<file path="src/common/busPkg.sv">
// Local bus definitions shared by the ports, arbiter, decoder and top
package busPkg;

	//////////////////////////////
	// Bus sizing
	//////////////////////////////

	// Two masters share the local bus, CPU side and bridge DMA side
	localparam int numMasters = 2;
	// Queue slots per port, also the credits each master starts with
	localparam int portDepth = 2;
	localparam int tagWidth = 4;
	// Queue pointer and fill count widths
	localparam int portPtrWidth = $clog2(portDepth);
	localparam int portCountWidth = $clog2(portDepth + 1);

	//////////////////////////////
	// Address map
	//////////////////////////////

	// Pages are addr 23..16 of the 24-bit low space
	localparam logic [7:0] ciaPage = 8'hBF;
	localparam logic [7:0] rtcPage = 8'hDC;
	localparam logic [7:0] chipRegPage = 8'hDF;
	// Zorro II autoconfig window
	localparam logic [7:0] autoconfigPage = 8'hE8;

	// On-board resource hit by an access
	typedef enum logic [3:0] {
		regNone,
		regRom,
		regChipRam,
		regCia,
		regRtc,
		regChipReg,
		regAutoconfig,
		regBridge,
		regZ3Ram
	} busRegion;

	//////////////////////////////
	// Bus records
	//////////////////////////////

	// One request from a master, address only down to the 4K page bit
	typedef struct packed {
		logic valid;
		logic [31:12] addr;
		logic write;
		logic [tagWidth-1:0] tag;
	} busRequest;

	// Static decode settings from autoconfig and the overlay latch
	typedef struct packed {
		logic overlay;
		logic configured;
		logic ciaEnable;
		// Compared with addr 31..29
		logic [2:0] bridgeBase;
		// Compared with addr 31..28
		logic [3:0] ramBase;
	} decodeConfig;

	// Completion record, one cycle pulse
	typedef struct packed {
		logic valid;
		logic master;
		logic [tagWidth-1:0] tag;
		busRegion region;
		// Active high, bit 0 is CS0
		logic [1:0] ciaSel;
		logic write;
	} busResponse;

endpackage

</file>
<file path="src/common/cyclePkg.sv">
// Chipset register cycle definitions
package cyclePkg;

	//////////////////////////////
	// Register cycle FSM
	//////////////////////////////

	// Emulated MC68000 cycle steps
	typedef enum logic [1:0] {
		// Nothing pending
		rcIdle,
		// Waiting for the next CLK7 rise, state 2 of the 68000 cycle
		rcWaitRise,
		// Enable asserted, counting CLK7 falls
		rcActive,
		// One cycle of completion
		rcDone
	} regCycleState;

	//////////////////////////////
	// CLK7 edge counts
	//////////////////////////////

	// Falls counted before the cycle ends, lands on the fall of state 6
	localparam int regFallCount = 2;
	localparam int fallCountWidth = 2;

endpackage

</file>
<file path="src/rtl/requestPort.sv">
`timescale 1ns/1ps

// Request queue of one bus master
module requestPort (
	input  logic CLK40,
	input  logic nRESET,
	input  busPkg::busRequest req,
	input  logic pop,
	input  logic done,
	output busPkg::busRequest head,
	output logic creditRet
);

	import busPkg::*;

	// Queue storage
	busRequest slots [portDepth];
	logic [portPtrWidth-1:0] wrPtr;
	logic [portPtrWidth-1:0] rdPtr;
	logic [portCountWidth-1:0] fill;

	//////////////////////////////
	// Queue pointers
	//////////////////////////////

	// Credits guarantee a free slot, so a valid request is always taken
	always_ff @(posedge CLK40 or negedge nRESET) begin
		if (!nRESET) begin
			wrPtr <= '0;
			rdPtr <= '0;
			fill <= '0;
			creditRet <= 1'b0;
		end else begin
			if (req.valid) begin
				// Wrap at the last slot
				if (wrPtr == portPtrWidth'(portDepth - 1)) begin
					wrPtr <= '0;
				end else begin
					wrPtr <= wrPtr + 1'b1;
				end
			end
			if (pop) begin
				if (rdPtr == portPtrWidth'(portDepth - 1)) begin
					rdPtr <= '0;
				end else begin
					rdPtr <= rdPtr + 1'b1;
				end
			end
			// Push and pop in one cycle leave the fill unchanged
			if (req.valid && !pop) begin
				fill <= fill + 1'b1;
			end else if (pop && !req.valid) begin
				fill <= fill - 1'b1;
			end
			// Completion of our access hands a credit back to the master
			creditRet <= done;
		end
	end

	// Slot write
	always_ff @(posedge CLK40) begin
		if (req.valid) begin
			slots[wrPtr] <= req;
		end
	end

	//////////////////////////////
	// Head
	//////////////////////////////

	// Oldest entry is valid whenever something is queued
	always_comb begin
		head = slots[rdPtr];
		head.valid = (fill != '0);
	end

endmodule

</file>
<file path="src/rtl/busArbiter.sv">
`timescale 1ns/1ps

// Round-robin owner of the shared local bus
module busArbiter (
	input  logic CLK40,
	input  logic nRESET,
	input  busPkg::busRequest heads [busPkg::numMasters],
	input  busPkg::busRegion region,
	input  logic [1:0] ciaSel,
	input  logic regDone,
	output logic [busPkg::numMasters-1:0] pop,
	output logic [busPkg::numMasters-1:0] done,
	output logic [31:12] grantAddr,
	output logic regStart,
	output busPkg::busResponse rsp
);

	import busPkg::*;

	// Control
	logic busy;
	// Winner of the last grant, also the owner of the bus while busy
	logic lastWinner;
	logic pick;
	logic grant;
	logic finish;
	logic rspValid;
	// Captured access
	logic [31:12] curAddr;
	logic curWrite;
	logic [tagWidth-1:0] curTag;
	busRegion curRegion;
	logic [1:0] curCiaSel;

	//////////////////////////////
	// Grant selection
	//////////////////////////////

	// Contention goes to the master that lost last time
	always_comb begin
		if (heads[0].valid && heads[1].valid) begin
			pick = ~lastWinner;
		end else begin
			pick = heads[1].valid;
		end
	end

	assign grant = !busy && (heads[0].valid || heads[1].valid);
	// Decoder looks at the candidate while idle so the region is ready at grant
	assign grantAddr = busy ? curAddr : heads[pick].addr;

	always_comb begin
		pop = '0;
		if (grant) begin
			pop[pick] = 1'b1;
		end
	end

	//////////////////////////////
	// Completion
	//////////////////////////////

	// Register accesses wait for the 68000 cycle, everything else is one cycle
	assign finish = busy && ((curRegion != regChipReg) || regDone);

	always_comb begin
		done = '0;
		if (finish) begin
			done[lastWinner] = 1'b1;
		end
	end

	always_ff @(posedge CLK40 or negedge nRESET) begin
		if (!nRESET) begin
			busy <= 1'b0;
			// Master 0 wins the first contention
			lastWinner <= 1'b1;
			regStart <= 1'b0;
			rspValid <= 1'b0;
		end else begin
			regStart <= grant && (region == regChipReg);
			rspValid <= finish;
			if (grant) begin
				busy <= 1'b1;
				lastWinner <= pick;
			end else if (finish) begin
				busy <= 1'b0;
			end
		end
	end

	// Held until the next grant, which is after the response cycle
	always_ff @(posedge CLK40) begin
		if (grant) begin
			curAddr <= heads[pick].addr;
			curWrite <= heads[pick].write;
			curTag <= heads[pick].tag;
			curRegion <= region;
			curCiaSel <= ciaSel;
		end
	end

	assign rsp = '{valid: rspValid, master: lastWinner, tag: curTag, region: curRegion,
		ciaSel: curCiaSel, write: curWrite};

endmodule

</file>
<file path="src/decode/addressDecode.sv">
`timescale 1ns/1ps

// Region decode of the granted address
module addressDecode (
	input  logic [31:12] addr,
	input  busPkg::decodeConfig cfg,
	output busPkg::busRegion region,
	output logic [1:0] ciaSel
);

	import busPkg::*;

	logic z3Space;
	logic [7:0] page;
	logic lowSpace;
	logic romHigh;
	logic bridgeHit;
	logic ramHit;

	//////////////////////////////
	// Zorro III space
	//////////////////////////////

	// Anything above the 24-bit space
	assign z3Space = addr[31:24] != 8'h00;

	// Bridge window and Z3 RAM only exist once autoconfig is done
	assign bridgeHit = cfg.configured && (addr[31:29] == cfg.bridgeBase);
	assign ramHit = cfg.configured && (addr[31:28] == cfg.ramBase);

	//////////////////////////////
	// 24-bit space
	//////////////////////////////

	// 64K page select
	assign page = addr[23:16];
	// $00 0000 to $1F FFFF, ROM under overlay and chip RAM after
	assign lowSpace = addr[23:21] == 3'b000;
	// $F8 0000 to $FF FFFF
	assign romHigh = addr[23:19] == 5'b11111;

	//////////////////////////////
	// Priority decode
	//////////////////////////////

	always_comb begin
		region = regNone;
		ciaSel = 2'b00;
		if (z3Space) begin
			// Bridge wins when both bases match
			if (bridgeHit) begin
				region = regBridge;
			end else if (ramHit) begin
				region = regZ3Ram;
			end
		end else if (lowSpace) begin
			// Reset vector fetches come from ROM while overlay is set
			if (cfg.overlay) begin
				region = regRom;
			end else begin
				region = regChipRam;
			end
		end else if (!cfg.overlay && romHigh) begin
			region = regRom;
		end else begin
			case (page)
				ciaPage: begin
					// CIA space is dead while the CIAs are disabled
					if (cfg.ciaEnable) begin
						region = regCia;
						ciaSel = {addr[13], addr[12]};
					end
				end
				rtcPage: region = regRtc;
				// Agnus and friends, needs the 68000 style cycle
				chipRegPage: region = regChipReg;
				autoconfigPage: region = regAutoconfig;
				default: region = regNone;
			endcase
		end
	end

endmodule

</file>
<file path="src/decode/registerCycle.sv">
`timescale 1ns/1ps

// MC68000 compatible cycle for the chipset registers
module registerCycle (
	input  logic CLK40,
	input  logic nRESET,
	input  logic CLK7,
	input  logic regStart,
	output logic nRegEn,
	output logic regDone
);

	import cyclePkg::*;

	regCycleState state;
	// Bit 0 is the newest CLK7 sample
	logic [1:0] clk7Shift;
	logic clk7Rise;
	logic clk7Fall;
	logic [fallCountWidth-1:0] fallCount;

	//////////////////////////////
	// CLK7 edge detect
	//////////////////////////////

	always_ff @(posedge CLK40 or negedge nRESET) begin
		if (!nRESET) begin
			clk7Shift <= 2'b11;
		end else begin
			clk7Shift <= {clk7Shift[0], CLK7};
		end
	end

	assign clk7Rise = clk7Shift == 2'b01;
	assign clk7Fall = clk7Shift == 2'b10;

	//////////////////////////////
	// Register cycle FSM
	//////////////////////////////

	// Enable goes low on a CLK7 rise so the cycle starts as early as possible
	// The CPU side raises its strobes in response, we only count edges here
	always_ff @(posedge CLK40 or negedge nRESET) begin
		if (!nRESET) begin
			state <= rcIdle;
			nRegEn <= 1'b1;
			regDone <= 1'b0;
			fallCount <= '0;
		end else begin
			// Done is a single cycle pulse
			regDone <= 1'b0;
			unique case (state)
				rcIdle: begin
					if (regStart) begin
						state <= rcWaitRise;
					end
				end
				rcWaitRise: begin
					if (clk7Rise) begin
						nRegEn <= 1'b0;
						fallCount <= '0;
						state <= rcActive;
					end
				end
				rcActive: begin
					// End on the last counted fall
					if (clk7Fall) begin
						if (fallCount == fallCountWidth'(regFallCount - 1)) begin
							nRegEn <= 1'b1;
							regDone <= 1'b1;
							state <= rcDone;
						end else begin
							fallCount <= fallCount + 1'b1;
						end
					end
				end
				rcDone: state <= rcIdle;
				default: state <= rcIdle;
			endcase
		end
	end

endmodule

</file>
<file path="src/rtl/localBusTop.sv">
`timescale 1ns/1ps

// Local bus front end, two masters onto the on-board resources
module localBusTop (
	input  logic CLK40,
	input  logic nRESET,
	input  logic CLK7,
	input  busPkg::decodeConfig cfg,
	input  busPkg::busRequest req [busPkg::numMasters],
	output logic [busPkg::numMasters-1:0] creditRet,
	output busPkg::busResponse rsp,
	output logic nRegEn
);

	import busPkg::*;

	// Port to arbiter
	busRequest heads [numMasters];
	logic [numMasters-1:0] pop;
	logic [numMasters-1:0] done;
	// Arbiter to decoder
	logic [31:12] grantAddr;
	busRegion region;
	logic [1:0] ciaSel;
	// Arbiter to register cycle
	logic regStart;
	logic regDone;

	//////////////////////////////
	// Master ports
	//////////////////////////////

	// Master 0 is the CPU side, master 1 the bridge DMA
	for (genvar m = 0; m < numMasters; m++) begin : gPort
		requestPort port (
			.CLK40     (CLK40),
			.nRESET    (nRESET),
			.req       (req[m]),
			.pop       (pop[m]),
			.done      (done[m]),
			.head      (heads[m]),
			.creditRet (creditRet[m])
		);
	end

	//////////////////////////////
	// Bus ownership and decode
	//////////////////////////////

	busArbiter arbiter (
		.CLK40     (CLK40),
		.nRESET    (nRESET),
		.heads     (heads),
		.region    (region),
		.ciaSel    (ciaSel),
		.regDone   (regDone),
		.pop       (pop),
		.done      (done),
		.grantAddr (grantAddr),
		.regStart  (regStart),
		.rsp       (rsp)
	);

	addressDecode decoder (
		.addr   (grantAddr),
		.cfg    (cfg),
		.region (region),
		.ciaSel (ciaSel)
	);

	// Chipset registers run on CLK7 timing
	registerCycle regCycle (
		.CLK40    (CLK40),
		.nRESET   (nRESET),
		.CLK7     (CLK7),
		.regStart (regStart),
		.nRegEn   (nRegEn),
		.regDone  (regDone)
	);

endmodule

</file>
<file path="config.mk">
export PLATFORM = sky130hd
export DESIGN_NAME = localBusTop
export DESIGN_NICKNAME = d
export VERILOG_FILES = /design/src/common/busPkg.sv /design/src/common/cyclePkg.sv /design/src/rtl/requestPort.sv /design/src/rtl/busArbiter.sv /design/src/decode/addressDecode.sv /design/src/decode/registerCycle.sv /design/src/rtl/localBusTop.sv
export SDC_FILE = /design/constraint.sdc
export NUM_CORES = 1
export LEC_CHECK = 0
export BUFFER_PORTS_ARGS = -buffer_cell sky130_fd_sc_hd__buf_2
export CAP_MARGIN = 20
export CORE_UTILIZATION = 40
export CTS_CLUSTER_DIAMETER = 100
export DETAILED_ROUTE_END_ITERATION = 10
export GPL_TIMING_DRIVEN = 0
export PLACE_DENSITY_LB_ADDON = 0.05
export SETUP_SLACK_MARGIN = 0.1
export SYNTH_ARGS = -nofsm -noshare
export SYNTH_HDL_FRONTEND = slang
export SYNTH_HIERARCHICAL = 1
export SYNTH_SLANG_ARGS = --single-unit
</file>
<file path="constraint.sdc">
create_clock -name CLK40 -period 6.1 [get_ports CLK40]
set_input_delay 0.305 -clock CLK40 [delete_from_list [all_inputs] [get_ports CLK40]]
set_output_delay 0.305 -clock CLK40 [all_outputs]
set_load 0.05 [all_outputs]
</file>
After elaboration in Yosys (flattened, before gate mapping) --
Memory sizes are Yosys's and may differ from the RTL's. Cells that the tools add are included.
Storage, ports and cells: register bits after elaboration 53, bits in writable memories 104, bits of input ports 65, word-level logic and storage cells 145, memories kept 2
Operators by class: add/sub/neg operators 9, magnitude comparators 5, equal/unequal tests 20, muxes and demuxes 49, bitwise logic cells 4, reduce and logical (&&, ||, !) cells 34
Memories:
- gPort[0].port.slots | words 2, width 26, rd ports 1, clocked after Yosys merged registers in 0, wr ports 1, line requestPort.sv:17 | busRequest slots [portDepth];
- gPort[1].port.slots | words 2, width 26, rd ports 1, clocked after Yosys merged registers in 0, wr ports 1, line requestPort.sv:17
Operator list (count):
- two-way mux 25 bit | 3
- equality test 8 bit (second input constant) | 4
- two-way mux 2 bit | 15
- two-way mux 20 bit | 1
- two-way mux 4 bit | 5
- two-way mux 1 bit | 19
- logical AND 1 bit | 13
- one-hot mux 3 bit (4 select lines) | 1
- AND reduction 4 bit | 3
- nonzero test 2 bit | 6
- one-hot mux 2 bit (4 select lines) | 1
- nonzero test 8 bit | 1
- adder 2 x 1 -> 2 bit (second input constant) | 3
- equality test 2 x 1 -> 1 bit (second input constant) | 3
- equality test 2 bit (second input constant) | 3
- logical NOT 1 bit | 6
- inequality test 2 x 1 -> 1 bit (second input constant) | 3
- equality test 5 bit (second input constant) | 1
- OR reduction 5 bit | 1
- adder 1 bit (second input constant) | 4
- equality test 4 x 3 -> 1 bit (second input constant) | 1
- equality test 4 bit | 1
- < comparator 1 x 2 -> 1 bit (second input constant) | 2
- inequality test 2 bit (second input constant) | 2
- other kinds (13) | 19

Logic depth before layout (Yosys ltp) --
Gate-level depths: netlist of run 1.
word-level depth 15, depth in mapped cells 12, mapped depth without buffers 10

Hierarchy --
Netlist of run 1, hierarchy kept.
By module, submodules not included:
- requestPort | instances 2, cells each 94, area an instance 2113.3 um^2, sequential area each 1626.6 um^2
- busArbiter | instances 1, cells each 181, area an instance 1735.4 um^2, sequential area each 1032.2 um^2
- registerCycle | instances 1, cells each 41, area an instance 462.9 um^2, sequential area each 203.9 um^2
- addressDecode | instances 1, cells each 42, area an instance 280.3 um^2, sequential area each 0.0 um^2

Worst setup path after synthesis of run 1 --
OpenSTA, ideal clock, no wires.
path type reg2reg, start reg gPort[0].port.fill[0], end reg arbiter.regStart, data arrival time 2550 ps, slack 3420 ps, stages on the path, launching flop included 12, buffers on the path 1, period minus slack after synthesis 2680 ps, cells stage by stage dfrtp_1 or2_2 a21boi_4 buf_4 nand2_1 a31oi_1 nand2_1 or4_4 a221o_1 nand2_1 nand4bb_1 nor2_1
RTL lines:
- start: declaration | line requestPort.sv:20 | logic [portCountWidth-1:0] fill;
- start signal: assignment | line requestPort.sv:51 | fill <= fill + 1'b1;
- start signal: assignment | line requestPort.sv:53 | fill <= fill - 1'b1;
- end signal: assignment | line busArbiter.sv:81 | regStart <= grant && (region == regChipReg);
- end: declaration | line busArbiter.sv:14 | output logic regStart,

==> results of run 1 <==
-- final cells by class --
| class | count | area (um2) | share of cell area (%) |
|---|---|---|---|
| well taps | 211 | 264 | 3.46 |
| inverters | 12 | 45.0 | 0.590 |
| flip-flops and latches | 143 | 4190 | 54.8 |
| multi-input cells | 255 | 1880 | 24.6 |
| clock inverters | 15 | 136 | 1.79 |
| repair buffers | 83 | 500 | 6.55 |
| plain buffers | 18 | 196 | 2.57 |
| clock buffers | 17 | 425 | 5.57 |
-- per-stage QoR --
stage,util (%),power (mW),setup WS [ns]
2_1_floorplan,-,2.94,3.43
3_3_place_gp,45.4,3.33,3.04
3_5_place_dp,46.1,3.42,2.90
4_1_cts,49.9,4.41,2.87
5_1_grt,49.9,4.61,2.68
6_report,49.9,4.35,2.86
-- worst paths after layout --
kind,end,cells past startpoint
max in group asynchronous,regCycle/clk7Shift[1],2
max,arbiter/regStart,11
max reg2reg,arbiter/regStart,11
min,gPort[0].port/slots[0][18],1
min in group asynchronous,regCycle/fallCount[0],2
min reg2reg,regCycle/clk7Shift[1],0
-- repair_timing --
action | in CTS | in global routing
hold buffers | 2 | 0
resized for setup | 0 | 0
endpoints found under the setup margin | 0 | 0
endpoints found under the hold margin | 19 | 0
-- state kept, by name (all words and copies together) (netlist names) --
name                  count
gPort.port/slots         92
arbiter/curAddr          18
arbiter/curRegion         4
arbiter/curTag            4
gPort.port/fill           4
arbiter/curCiaSel         2
gPort.port/creditRet      2
gPort.port/rdPtr          2
gPort.port/wrPtr          2
regCycle/clk7Shift        2
regCycle/fallCount        2
regCycle/state            2
arbiter/busy              1
arbiter/curWrite          1
arbiter/lastWinner        1
arbiter/regStart          1
arbiter/rspValid          1
regCycle/nRegEn           1
regCycle/regDone          1
-- power by group through the flow --
stage / registers (mW) / clock network (mW) / logic (mW)
2_1_floorplan: 1.69 / 0 / 1.25
3_3_place_gp: 1.57 / 0 / 1.77
3_5_place_dp: 1.57 / 0 / 1.85
4_1_cts: 1.55 / 1.00 / 1.86
5_1_grt: 1.58 / 1.04 / 1.99
6_report: 1.55 / 0.981 / 1.82
-- metal layers --
layer  share of wire, %  global-route usage [%]
met1                 44                    19.9
met5                  0                       0
met3                4.9                    5.28
met4                1.4                    6.99
met2                 49                    26.5
-- placed cells by master, fill, tap and decap left out, types with 7 or more instances in the layout --
cell type	instances
xor2_1	8
mux2_2	11
xnor2_1	9
buf_2	76
nor2_1	29
inv_1	11
ha_1	7
edfxtp_1	121
dfrtp_1	18
nand2_1	75
mux2_4	37
a31oi_1	19
clkbuf_16	17
==> qor.txt, run 1 <==
status: complete, no violations
Slew HR: 56.0%
first-pass GRT wire length: 19000 um
P_sw: 1.59 mW
final setup TNS: 0 ns
clock skew: 0.00881 ns
First-pass DRT Iterations: 4
worst-margin pin slew: 0.656 ns
worst-case clock buffer depth: 2
# nets final: 602
root buffer cell: clkbuf_16
core area: 0.0153 mm2
final worst path period need: 3.24 ns
max cap viols: 0
CP arrival: 3.58 ns
num rows: 45
worst-skew pair later-pin latency: 0.42 ns
vias in the first global route: 3587
Clk pwr share: 22.5%
crit end category: flop
peak supply drop: 0.222 mV
CP bufs+invs: 1
Final Cycle Share: 53.2%
hpwl dp: 9020 um
vias per inst: 4.77
Worst-path clk slew: 0.06 ns
Final Non-Filler Cells: 754
Net Count, Synth: 500
Die Area: 0.0163 mm2
slowest CP cell: a31oi_1
Reg2Reg Setup Slack: 2.86 ns
Syn-to-layout area delta: 21.1%
Slew Limit Fails: 0
PD cells: 569 mW/mm2
GRT Total Usage: 16.3%
worst-path fanout max: 8
CP startpoint: gPort[1].port/fill[0]
DRC: 0
clock sink count: 143
final WL: 12200 um
Sw Ratio: 36.5%
Die Ht: 128 um
Starting Density: 41.2%
Post-CTS Setup Inserts: 0
fill count: 1392
H-Tree Depth: 4
antenna violations before repair: 0
Die Width: 128 um
worst path cell trace: or2_2, a21bo_1, buf_6, nand2_1, a31oi_1, nand2b_1, o22a_1, o32a_1, o41ai_1, nand4bb_1, nor2_1
part of the power in registers: 35.6%
Final Setup Violations: 0
Avg Inst Size Synth: 14.7 um2
CTS Buf Count: 17
Leakage: 3.08 nW
drt wl/cell: 16.2 um
Final GP Congestion: 0.910
CP startpoint kind: flop
GRT overflow: 0
placed cells: 720
CTS tree: done
layout cells sized above 1: 36.1%
RSZ-0062 raised after global routing: false
cell area after synthesis: 0.00631 mm2
largest net degree at the start of global routing: 23
Hold Fails Final Rpt: 0
Hold WS: 0.0734 ns
DP Area: 0.00706 mm2
FMAX: 308 MHz
Synth Warn #: 6
Internal: 2.76 mW
Ports: 81
R2R Path Start: gPort[1].port/fill[0]
vias: 3599
Iteration-0 DRC Markers: 144
Final ANT Viol Nets: 0
Hold Startpoint: req[44]
Post-Syn Instances: 428
Top delay family on crit path: compound AO/OA/AOI/OAI gates
I/O Buffers: 76
Worst Hold Class: in2reg
Design Area, Final: 0.00764 mm2
diode count: 0
Critical Path Max Stage Delay: 0.54 ns
Setup CP Type: reg2reg
Worst EP required: 6.44 ns
combinational power share: 41.9%
Note: power is estimated with default switching activity, not from simulation.
==> run 2, diff against run 1 <==
==> constraint.sdc (replaced) <==
create_clock -name CLK40 -period 2.8 [get_ports CLK40]
set_input_delay 0.14 -clock CLK40 [delete_from_list [all_inputs] [get_ports CLK40]]
set_output_delay 0.14 -clock CLK40 [all_outputs]
set_load 0.05 [all_outputs]
==> qor.txt, run 2 (synthesis results as in run 1) <==
P_sw: 3.91 mW
CP arrival: 3.07 ns
Starting Density: 41.2%
placed cells: 720
met2 WL: 6550 um
WL met3: 567 um
Sw Ratio: 36.9%
commonest cells after routing, fill and taps aside: 121 x edfxtp_1, 78 x buf_2, 62 x nand2_1, 50 x dlygate4sd3_1, 37 x mux2_4
GRT Total Usage: 17.6%
Slew HR: 58.6%
Slew Limit Fails: 0
Top Registers: gPort.port/slots x92, arbiter/curAddr x18
antenna violations before repair: 0
status: complete, no violations
Final GP Congestion: 0.910
clock skew: 0.00915 ns
Iteration-0 DRC Markers: 159
Ports: 81
root buffer cell: clkbuf_16
part of the power in registers: 31.7%
Final Cycle Share: 99.5%
worst-case clock buffer depth: 2
core area: 0.0153 mm2
Hold WS: 0.150 ns
max cap viols: 0
clock sink count: 143
Worst Hold Class: in2reg
final setup TNS: 0 ns
Die Area: 0.0163 mm2
Final Setup Violations: 0
Syn-to-layout area delta: 36.4%
Internal: 6.69 mW
CTS Buf Count: 17
first-pass GRT wire length: 20700 um
Critical Path Max Stage Delay: 0.49 ns
Clk pwr share: 20.2%
H-Tree Depth: 4
Final Non-Filler Cells: 825
num rows: 45
GRT overflow: 0
crit end category: flop
layout cells sized above 1: 41.2%
First-pass DRT Iterations: 4
Worst EP required: 3.09 ns
worst-path fanout max: 8
drt wl/cell: 16.1 um
DRC: 0
# nets final: 673
Leakage: 3.50 nW
Setup CP Type: reg2reg
DP Area: 0.00706 mm2
RSZ-0062 raised after global routing: true
vias in the first global route: 3963
peak supply drop: 0.567 mV
diode count: 0
worst path cell trace: or2_4, a21boi_4, buf_6, nand2_4, a31oi_4, nand2_2, or4_4, a221o_1, nand2_1, nand4bb_1, nor2_1
worst-margin pin slew: 0.619 ns
combinational power share: 48.1%
highest routed layer: met4
fin util: 56.2%
PD cells: 1230 mW/mm2
Worst-path clk slew: 0.06 ns
commonest non-fill, non-tap cell in the layout: edfxtp_1
FMAX: 359 MHz
Die Width: 128 um
I/O Buffers: 76
M1 WL: 5860 um
hpwl dp: 9020 um
vias per inst: 4.74
worst-skew pair later-pin latency: 0.42 ns
Design Area, Final: 0.00860 mm2
Die Ht: 128 um
vias: 3911
Largest register FFs: 92
Hold Fails Final Rpt: 0
slowest CP cell: or4_4
final WL: 13200 um
Top reg by flops: gPort.port/slots
CP startpoint kind: flop
fill count: 1310
Final ANT Viol Nets: 0
largest net degree at the start of global routing: 23
CTS tree: done
final worst path period need: 2.79 ns
-- run 2: cell types whose count changed in the layout (fill, tap and decap cells not counted), sizes merged --
cell,before,now
bufbuf,0,1
buf,95,117
dlygate4sd3,2,50
-- run 2: layout make-up --
type / instances / area, um2 / share of cell area [%]
Buffer: 18 / 213 / 2.47
Multi-Input combinational cell: 255 / 2140 / 24.8
Timing Repair Buffer: 154 / 1190 / 13.9
Tap cell: 211 / 264 / 3.07
Sequential cell: 143 / 4190 / 48.7
Inverter: 12 / 45.0 / 0.524
Clock inverter: 15 / 136 / 1.59
Clock buffer: 17 / 425 / 4.95
-- run 2: through the flow --
stage / worst slack (ns) / total power [mW]
finish: 0.0133 / 10.6
global route: -0.0618 / 11.2
CTS: 0.0350 / 10.4
detailed placement: -0.405 / 7.45
global placement: -0.257 / 7.26
floorplan: 0.127 / 6.40
-- run 2: worst paths after layout --
check | startpoint | slack [ns] | end | cells after the start
max | gPort[0].port/fill[0] | 0.01 | arbiter/regStart | 11
min | cfg[8] | 0.15 | arbiter/curRegion[3] | 3
max reg2reg | gPort[0].port/fill[0] | 0.01 | arbiter/regStart | 11
min reg2reg | regCycle/clk7Shift[0] | 0.40 | regCycle/clk7Shift[1] | 0
max in group asynchronous | nRESET | 2.21 | regCycle/clk7Shift[1] | 2
min in group asynchronous | nRESET | 0.23 | regCycle/fallCount[0] | 2
-- run 2: critical path: cells and delay by family (launching register included) --
| family | cells | cell delay [ns] |
|---|---|---|
| AND/OR/NAND/NOR | 7 | 1.20 |
| AO/OA/AOI/OAI | 3 | 0.90 |
| flip-flops | 1 | 0.38 |
| buffers and inverters | 1 | 0.19 |
-- run 2: what timing repair did --
| item | in CTS | in global routing |
|---|---|---|
| hold buffers | 50 | 0 |
| endpoints found under the setup margin | 7 | 5 |
| buffers inserted | 16 | 4 |
| pin swaps | 17 | 17 |
| gates resized for setup | 37 | 20 |
| cloned | 2 | 1 |
| endpoints found under the hold margin | 113 | 0 |
-- run 2: per-layer routing --
layer  vias to the layer above  GRT usage [%]
met5                         -              0
met4                         0           7.54
met3                        18           5.36
met2                        97           29.3
met1                      1887           21.2
li1                       1909              -
-- run 2: power by group through the flow --
stage,sequential (mW),combinational (mW),clock [mW]
after floorplan,3.68,2.72,0
after global placement,3.41,3.85,0
after detailed placement,3.41,4.03,0
after CTS,3.37,4.88,2.19
after global routing,3.43,5.48,2.27
final,3.36,5.10,2.14
